==> config.mk <==
export PLATFORM = sky130hd
export DESIGN_NAME = mipsDecodeTop
export DESIGN_NICKNAME = d
export VERILOG_FILES = /design/src/hdl/mipsDecodePkg.sv /design/src/hdl/controlUnit.sv /design/src/hdl/registerBank.sv /design/src/hdl/decodeStage.sv /design/src/hdl/mipsDecodeTop.sv
export SDC_FILE = /design/constraint.sdc
export NUM_CORES = 2
export LEC_CHECK = 0
export BUFFER_PORTS_ARGS = -buffer_cell sky130_fd_sc_hd__buf_2
export CORE_ASPECT_RATIO = 0.7
export CORE_MARGIN = 2
export CORE_UTILIZATION = 27
export CTS_CLUSTER_SIZE = 12
export DETAILED_ROUTE_END_ITERATION = 8
export MAX_ROUTING_LAYER = met4
export PLACE_DENSITY_LB_ADDON = 0.15
export SLEW_MARGIN = 0
export SYNTH_ARGS = -nofsm -noshare
export SYNTH_HDL_FRONTEND = slang
export SYNTH_SLANG_ARGS = --single-unit
==> constraint.sdc <==
create_clock -name clk -period 13.9 [get_ports clk]
set_input_delay 2.085 -clock clk [delete_from_list [all_inputs] [get_ports clk]]
set_output_delay 2.085 -clock clk [all_outputs]
set_load 0.02 [all_outputs]
==> src/hdl/mipsDecodePkg.sv <==
package mipsDecodePkg;

    // Primary opcodes
    localparam logic [5:0] opSpecial = 6'h00;
    localparam logic [5:0] opRegImm  = 6'h01;
    localparam logic [5:0] opJ       = 6'h02;
    localparam logic [5:0] opJal     = 6'h03;
    localparam logic [5:0] opBeq     = 6'h04;
    localparam logic [5:0] opBne     = 6'h05;
    localparam logic [5:0] opBlez    = 6'h06;
    localparam logic [5:0] opBgtz    = 6'h07;
    localparam logic [5:0] opAndi    = 6'h0c;
    localparam logic [5:0] opOri     = 6'h0d;
    localparam logic [5:0] opXori    = 6'h0e;
    localparam logic [5:0] opLb      = 6'h20;
    localparam logic [5:0] opLh      = 6'h21;
    localparam logic [5:0] opLwl     = 6'h22;
    localparam logic [5:0] opLw      = 6'h23;
    localparam logic [5:0] opLbu     = 6'h24;
    localparam logic [5:0] opLhu     = 6'h25;
    localparam logic [5:0] opLwr     = 6'h26;
    localparam logic [5:0] opSb      = 6'h28;
    localparam logic [5:0] opSh      = 6'h29;
    localparam logic [5:0] opSw      = 6'h2b;

    // SPECIAL funct codes
    localparam logic [5:0] fnJr   = 6'h08;
    localparam logic [5:0] fnJalr = 6'h09;
    localparam logic [5:0] fnMfhi = 6'h10;
    localparam logic [5:0] fnMthi = 6'h11;
    localparam logic [5:0] fnMflo = 6'h12;
    localparam logic [5:0] fnMtlo = 6'h13;

    // REGIMM rt codes of the linking branches
    localparam logic [5:0] rtBltzal = 6'h10;
    localparam logic [5:0] rtBgezal = 6'h11;

    localparam logic [4:0] linkReg = 5'd31;

    typedef enum logic [1:0] {
        regDstRt   = 2'd0,
        regDstRd   = 2'd1,
        regDstLink = 2'd2
    } regDst_e;

    typedef enum logic [2:0] {
        memToRegAlu = 3'd0,
        memToRegMem = 3'd1,
        memToRegPc4 = 3'd2,
        memToRegHi  = 3'd3,
        memToRegLo  = 3'd4
    } memToReg_e;

    typedef struct packed {
        logic [5:0] opcode;
        logic [4:0] rs;
        logic [4:0] rt;
        logic [4:0] rd;
        logic [4:0] shamt;
        logic [5:0] funct;
    } rInstr_t;

    typedef struct packed {
        logic [5:0]  opcode;
        logic [4:0]  rs;
        logic [4:0]  rt;
        logic [15:0] imm;
    } iInstr_t;

    typedef struct packed {
        logic [5:0]  opcode;
        logic [25:0] target;
    } jInstr_t;

    // One instruction word in three field layouts
    typedef union packed {
        rInstr_t r;
        iInstr_t i;
        jInstr_t j;
    } mipsInstr_u;

    typedef struct packed {
        logic      jr;
        logic      jump;
        logic [1:0] regWrite;   // Bit 1 is the upper halfword and bit 0 the lower
        logic      memRead;
        logic      memWrite;
        regDst_e   regDst;
        memToReg_e memToReg;
        logic [1:0] hiWrite;
        logic [1:0] loWrite;
        logic      delayEarly;
    } ctrlSignals_t;

    typedef struct packed {
        logic [31:0] pc;
        mipsInstr_u  instr;
    } fetchPacket_t;

    typedef struct packed {
        ctrlSignals_t ctrl;
        logic [31:0]  pcPlus4;
        logic [31:0]  jumpTarget;
        logic [31:0]  rsValue;
        logic [31:0]  rtValue;
        logic [31:0]  hiValue;
        logic [31:0]  loValue;
        logic [31:0]  immExt;
        logic [4:0]   destReg;
        mipsInstr_u   instr;
    } decodedPacket_t;

    typedef struct packed {
        logic [1:0]  regWrite;
        logic [4:0]  destReg;
        logic [31:0] value;
        logic [1:0]  hiWrite;
        logic [1:0]  loWrite;
        logic [31:0] hiValue;
        logic [31:0] loValue;
    } writeback_t;

endpackage

==> src/hdl/controlUnit.sv <==
module controlUnit
    import mipsDecodePkg::*;
(
    input  mipsInstr_u   instr,
    output ctrlSignals_t ctrl
);

    always_comb
    begin
        // Everything off unless an opcode says otherwise
        ctrl          = '0;
        ctrl.regDst   = regDstRt;
        ctrl.memToReg = memToRegAlu;

        case (instr.r.opcode)
            opSpecial:
            begin
                ctrl.regDst = regDstRd;
                case (instr.r.funct)
                    fnJr:
                    begin
                        ctrl.jr         = 1'b1;
                        ctrl.delayEarly = 1'b1;
                    end
                    fnJalr:
                    begin
                        ctrl.jr         = 1'b1;
                        ctrl.delayEarly = 1'b1;
                        ctrl.memToReg   = memToRegPc4;
                        ctrl.regWrite   = 2'b11;
                    end
                    fnMthi:
                    begin
                        ctrl.hiWrite = 2'b11;
                    end
                    fnMtlo:
                    begin
                        ctrl.loWrite = 2'b11;
                    end
                    fnMfhi:
                    begin
                        ctrl.memToReg = memToRegHi;
                        ctrl.regWrite = 2'b11;
                    end
                    fnMflo:
                    begin
                        ctrl.memToReg = memToRegLo;
                        ctrl.regWrite = 2'b11;
                    end
                    // Plain ALU ops write rd
                    default:
                    begin
                        ctrl.regWrite = 2'b11;
                    end
                endcase
            end

            opJ:
            begin
                ctrl.jump       = 1'b1;
                ctrl.delayEarly = 1'b1;
            end

            opJal:
            begin
                ctrl.jump       = 1'b1;
                ctrl.delayEarly = 1'b1;
                ctrl.regDst     = regDstLink;
                ctrl.memToReg   = memToRegPc4;
                ctrl.regWrite   = 2'b11;
            end

            opBeq, opBne, opBlez, opBgtz:
            begin
                ctrl.delayEarly = 1'b1;
            end

            opRegImm:
            begin
                ctrl.delayEarly = 1'b1;
                // Only the AL forms save a return address
                if ({1'b0, instr.i.rt} == rtBltzal || {1'b0, instr.i.rt} == rtBgezal)
                begin
                    ctrl.regDst   = regDstLink;
                    ctrl.memToReg = memToRegPc4;
                    ctrl.regWrite = 2'b11;
                end
            end

            opSb, opSh, opSw:
            begin
                ctrl.memWrite = 1'b1;
            end

            // Unaligned loads merge into one half of rt
            opLwl:
            begin
                ctrl.memRead  = 1'b1;
                ctrl.memToReg = memToRegMem;
                ctrl.regWrite = 2'b10;
            end

            opLwr:
            begin
                ctrl.memRead  = 1'b1;
                ctrl.memToReg = memToRegMem;
                ctrl.regWrite = 2'b01;
            end

            opLb, opLh, opLw, opLbu, opLhu:
            begin
                ctrl.memRead  = 1'b1;
                ctrl.memToReg = memToRegMem;
                ctrl.regWrite = 2'b11;
            end

            // Immediate ALU ops and anything unlisted write rt
            default:
            begin
                ctrl.regWrite = 2'b11;
            end
        endcase
    end

endmodule

==> src/hdl/registerBank.sv <==
module registerBank
    import mipsDecodePkg::*;
(
    input  logic        clk,
    input  logic        rst,
    input  logic [4:0]  rsAddr,
    input  logic [4:0]  rtAddr,
    input  writeback_t  wb,
    output logic [31:0] rsValue,
    output logic [31:0] rtValue,
    output logic [31:0] hiValue,
    output logic [31:0] loValue
);

    logic [31:0] regs [32];
    logic [31:0] hiReg;
    logic [31:0] loReg;

    // Replace only the halfwords whose lane bit is set
    function automatic logic [31:0] laneMerge(
        input logic [31:0] oldValue,
        input logic [31:0] newValue,
        input logic [1:0]  lanes
    );
        return {lanes[1] ? newValue[31:16] : oldValue[31:16],
                lanes[0] ? newValue[15:0]  : oldValue[15:0]};
    endfunction

    // Reads see a same-cycle write
    always_comb
    begin
        rsValue = '0;
        rtValue = '0;
        if (rsAddr != 5'd0)
            rsValue = laneMerge(regs[rsAddr], wb.value,
                                (rsAddr == wb.destReg) ? wb.regWrite : 2'b00);
        if (rtAddr != 5'd0)
            rtValue = laneMerge(regs[rtAddr], wb.value,
                                (rtAddr == wb.destReg) ? wb.regWrite : 2'b00);
    end

    assign hiValue = laneMerge(hiReg, wb.hiValue, wb.hiWrite);
    assign loValue = laneMerge(loReg, wb.loValue, wb.loWrite);

    always_ff @(posedge clk)
    begin
        if (rst)
        begin
            for (int i = 0; i < 32; i++)
                regs[i] <= '0;
            hiReg <= '0;
            loReg <= '0;
        end
        else
        begin
            // Register 0 stays zero
            if (wb.destReg != 5'd0)
                regs[wb.destReg] <= laneMerge(regs[wb.destReg], wb.value, wb.regWrite);
            hiReg <= hiValue;
            loReg <= loValue;
        end
    end

endmodule

==> src/hdl/decodeStage.sv <==
module decodeStage
    import mipsDecodePkg::*;
(
    input  logic           clk,
    input  logic           rst,
    input  logic           inValid,
    output logic           inReady,
    input  fetchPacket_t   inPacket,
    input  ctrlSignals_t   ctrl,
    input  logic [31:0]    rsValue,
    input  logic [31:0]    rtValue,
    input  logic [31:0]    hiValue,
    input  logic [31:0]    loValue,
    output logic           outValid,
    input  logic           outReady,
    output decodedPacket_t outPacket
);

    logic           accept;
    logic [31:0]    pcPlus4;
    decodedPacket_t nextPacket;

    // Slot frees up when empty or when the held packet leaves this edge
    assign inReady = !outValid || outReady;
    assign accept  = inValid && inReady;

    assign pcPlus4 = inPacket.pc + 32'd4;

    always_comb
    begin
        nextPacket.ctrl       = ctrl;
        nextPacket.pcPlus4    = pcPlus4;
        nextPacket.jumpTarget = {pcPlus4[31:28], inPacket.instr.j.target, 2'b00};
        nextPacket.rsValue    = rsValue;
        nextPacket.rtValue    = rtValue;
        nextPacket.hiValue    = hiValue;
        nextPacket.loValue    = loValue;
        nextPacket.instr      = inPacket.instr;

        // Logical immediates are zero extended
        case (inPacket.instr.i.opcode)
            opAndi, opOri, opXori:
                nextPacket.immExt = {16'h0000, inPacket.instr.i.imm};
            default:
                nextPacket.immExt = {{16{inPacket.instr.i.imm[15]}}, inPacket.instr.i.imm};
        endcase

        case (ctrl.regDst)
            regDstRd:
                nextPacket.destReg = inPacket.instr.r.rd;
            regDstLink:
                nextPacket.destReg = linkReg;
            default:
                nextPacket.destReg = inPacket.instr.i.rt;
        endcase
    end

    always_ff @(posedge clk)
    begin
        if (rst)
            outValid <= 1'b0;
        else if (accept)
            outValid <= 1'b1;
        else if (outReady)
            outValid <= 1'b0;
    end

    always_ff @(posedge clk)
    begin
        if (accept)
            outPacket <= nextPacket;
    end

endmodule

==> src/hdl/mipsDecodeTop.sv <==
module mipsDecodeTop
    import mipsDecodePkg::*;
(
    input  logic           clk,
    input  logic           rst,
    input  logic           inValid,
    output logic           inReady,
    input  fetchPacket_t   inPacket,
    output logic           outValid,
    input  logic           outReady,
    output decodedPacket_t outPacket,
    input  writeback_t     wb
);

    ctrlSignals_t ctrl;
    logic [31:0]  rsValue;
    logic [31:0]  rtValue;
    logic [31:0]  hiValue;
    logic [31:0]  loValue;

    controlUnit u_controlUnit (
        .instr (inPacket.instr),
        .ctrl  (ctrl)
    );

    // Operands read straight from the incoming instruction
    registerBank u_registerBank (
        .clk     (clk),
        .rst     (rst),
        .rsAddr  (inPacket.instr.r.rs),
        .rtAddr  (inPacket.instr.r.rt),
        .wb      (wb),
        .rsValue (rsValue),
        .rtValue (rtValue),
        .hiValue (hiValue),
        .loValue (loValue)
    );

    decodeStage u_decodeStage (
        .clk       (clk),
        .rst       (rst),
        .inValid   (inValid),
        .inReady   (inReady),
        .inPacket  (inPacket),
        .ctrl      (ctrl),
        .rsValue   (rsValue),
        .rtValue   (rtValue),
        .hiValue   (hiValue),
        .loValue   (loValue),
        .outValid  (outValid),
        .outReady  (outReady),
        .outPacket (outPacket)
    );

endmodule

==> results.md <==
- Height of the die: 416.6 microns
- Met2 track demand over resource: 30.53%
- Via density per instance: 5.069
- Avg Cell Area, Syn: 14.55 sq um
- Post-detailed-route count of antenna-violating nets: 0
- Cell chain of the critical path: buf_8, buf_4, buf_4, buf_4, mux4_2, a22o_1, a211oi_1, o31ai_1
- Post-route cell area: 0.07570 sq mm
- Post-route worst hold slack: 524.8 ps
- Number of antenna violations at the first check in global routing: 32
- Half-perimeter wire length after placement: 159300 microns
- Final non-filler cell total: 8143
- Number of buffers added by the clock tree synthesis step: 158
- Synth-to-Final Area Change: 15.32%
- Number of max-slew violations in the final report: 0
- Required time reported for the critical path endpoint: 14440 ps
- Simple-Gate Fraction of Synth Area: 13.08%
- Iteration-0 DRC count of the detailed router: 4368
- Slew at the pin closest to its max-slew limit: 1259 ps
- Placeable core area: 0.2418 sq mm
- #FFs+latches synth: 1301
- Maximum number of pins on one net before global-route repair: 131
- Met3 track utilization from global routing: 3.234%
- Post-synth cell types: 64
- Total congestion overflow: 0
- Number of remaining DRC errors: 0
- Instance area at placement: 0.07093 sq mm
- Placed Instances: 7861
- Maximum resistive drop on vdd: 88.79 uV
- Crit-path most repeated cell: buf_4
- Fill cell total of the finished layout: 23913
- Dominant combinational cell family by area after synthesis: multiplexers
- Mean routed wirelength per cell: 31.18 microns
- CP peak stage delay: 750 ps
- Largest fanout of any net on the critical path: 35
- Synth Area in Compound Gates: 4.997%
- Number of placement rows: 151
- Final layout net count: 4986
- Post-place setup slack: 7272 ps
- Number of H-tree levels: 4
- Cell area after synthesis: 0.06565 sq mm
- Clock Tree Root: clkbuf_16
- Crit path setup slack, layout: 8207 ps
- Clock tree from TritonCTS: yes
- Most repeated cell in the gate-level netlist after synthesis: edfxtp_1
- Area of the die: 0.2472 sq mm
- Source-to-sink clock delay at the later pin of the worst-skew pair: 840 ps
- Leakage dissipation: 26.76 nW
- Adder-Cell Fraction of Synth Area: 0.05718%
- Final estimated routing congestion in global placement: 0.7929
- Portion of netlist area occupied by mux cells: 19.29%
- Via count of the first global-routing pass: 41139
- Status: completed
- Setup TNS after final layout: 0 ps
- Period utilization: 40.96%
- Clock transition at the register clock pins on the worst setup and hold paths after CTS: 60 ps
- List of most frequent post-synthesis cells: edfxtp_1, and2_1, mux4_2
- Time the final worst path needs with I/O delays and setup: 5693 ps
- Setup-violating endpoint count in the final report: 0
- Post-CTS resize count: 0
- Unrepaired setup endpoints after global routing: no
- Post-synthesis instance total: 4511
- Async set-or-reset flop fraction in the synthesized netlist: 0%
- Hold-fix buffers at CTS: 0
- Critical path endpoint category: flip-flop
- Vias post-DR: 41276
- Top flip-flop cell by instance count after synthesis: edfxtp_1
- Worst-case clock skew: 52.67 ps
- Type of the most critical hold path: reg -> reg
- Reported max-cap violation count: 0
- Data arrival time of the critical path: 6240 ps
- Achievable frequency: 175.7 MHz
- Detailed-routing iteration count for the pre-antenna-repair pass: 5
- GR peak layer: met2
- Number of buffer cells added on primary ports: 451
- Top cells by area in the synthesized netlist: edfxtp_1, mux4_2, and2_1, mux2i_1, mux2_2
- Largest buffer count on any clock path: 4
- Initial Util: 27.15%
- Final hold violation count: 0
- Area share of the largest cell type after synthesis: 56.54%
- Yosys Warn Count: 0
- Post-synth EDFFs: 1236
- Fraction of synthesized cell area in xor and xnor cells: 0.5070%
- Postcts setup bufs: 0
- End-of-flow core utilization: 31.30%
- Multi-input logic area: 0.02511 sq mm
- WS Path Type: in -> reg
- CP startpoint kind: primary input
- GR Util met1: 30.21%
- Cell accounting for the most synthesized area: edfxtp_1
- Slowest CP cell: buf_4
- Number of sinks on the clock net: 1301
- Total Wirelength: 253900 microns
- Fraction of layout cells with a size suffix above 1: 28.08%
- Seq/Total Area, Yosys: 58.52%
- Pwr Density: 129.9 mW/mm^2
- Die outline width: 593.4 microns
- First-pass GRT wire length: 348900 microns
- Count of pins on the block boundary: 454
- Storage element area: 0.03842 sq mm
- All-layer global routing usage: 20.79%
- Rel. slew slack: 16.07%
- Final Total Pwr: 9.831 mW
==> critical path: cells and delay by family <==
family | cells | cell delay (ps)
AO/OA/AOI/OAI | 3 | 930
buffers and inverters | 4 | 2390
multiplexers | 1 | 580
==> flip-flops by register name (all words and copies together) (netlist names) <==
name                     count
u_registerBank.regs       1024
u_decodeStage.outPacket    212
u_registerBank.hiReg        32
u_registerBank.loReg        32
u_decodeStage.outValid       1
==> path summary, 6_finish.rpt <==
check	start	endpoint	slack (ps)	cells past startpoint
max	inPacket[21]	u_decodeStage.outPacket[170]$_SDFFCE_PN0P_	8210	8
min	u_registerBank.loReg[28]$_SDFF_PP0_	u_decodeStage.outPacket[97]$_DFFE_PP_	520	1
max reg2reg	u_registerBank.regs[3][21]$_SDFFCE_PN0P_	u_decodeStage.outPacket[154]$_SDFFCE_PN0P_	11220	4
min reg2reg	u_registerBank.loReg[28]$_SDFF_PP0_	u_decodeStage.outPacket[97]$_DFFE_PP_	520	1
==> final cells by class <==
class	instances	share of cell area [%]
clock buffer	200	5.581
tap	3213	5.310
clock inverter	67	0.6809
inverter	17	0.08429
timing repair buffer	575	4.375
antenna	15	0.04958
sequential	1301	50.75
multi-input combinational	2755	33.17
==> where the power goes <==
part | total, mW | leakage (nW) | switching, mW | internal, mW
sequential | 4.66 | 12.4 | 0.126 | 4.54
clock | 4.02 | 2.32 | 1.73 | 2.28
combinational | 1.15 | 12.1 | 0.732 | 0.418
total | 9.83 | 26.8 | 2.59 | 7.24
==> logic make-up (layout without fill, tap and decap cells) <==
logic type | count (synthesis) | in the layout
adder cells (fa/ha/maj) | 3 | 3
other | 1 | 49
multiplexers | 784 | 784
buffers and inverters | 488 | 859
flip-flops | 1301 | 1301
AO/OA/AOI/OAI | 435 | 435
AND/OR/NAND/NOR | 1461 | 1461
XOR/XNOR | 38 | 38
==> layer usage <==
layer,part of all wire [%],vias up
met3,6.6,296
met2,44,1460
li1,-,17671
met5,0,-
met4,2.0,0
met1,47,21849
==> layout by cell type (no fill, tap or decap), types with 7 or more instances in the layout <==
cell type | netlist | routed
conb_1 | 1 | 34
clkbuf_8 | 0 | 7
inv_1 | 17 | 17
o31ai_1 | 20 | 20
a22oi_1 | 49 | 49
a211oi_1 | 56 | 55
clkinv_2 | 0 | 17
diode_2 | 0 | 15
edfxtp_1 | 1236 | 1236
nor2_1 | 86 | 81
and2_1 | 997 | 995
bufinv_16 | 0 | 8
o221ai_1 | 58 | 58
buf_2 | 67 | 442
a221oi_1 | 17 | 17
nand3b_1 | 8 | 8
or2_2 | 63 | 63
nand3_1 | 24 | 24
xor2_1 | 14 | 14
a32o_1 | 43 | 43
a2111oi_0 | 9 | 9
nor2b_1 | 74 | 71
dfxtp_1 | 65 | 65
mux2i_1 | 264 | 264
mux2_2 | 150 | 150
a21oi_1 | 64 | 62
clkbuf_1 | 279 | 34
nand2_1 | 164 | 164
xnor2_1 | 24 | 24
a22o_1 | 20 | 20
clkbuf_16 | 0 | 161
o22ai_1 | 64 | 64
mux4_2 | 370 | 370
clkinv_1 | 0 | 35
buf_4 | 94 | 121
a221o_1 | 8 | 8
Note: power is estimated with default switching activity, not from simulation.
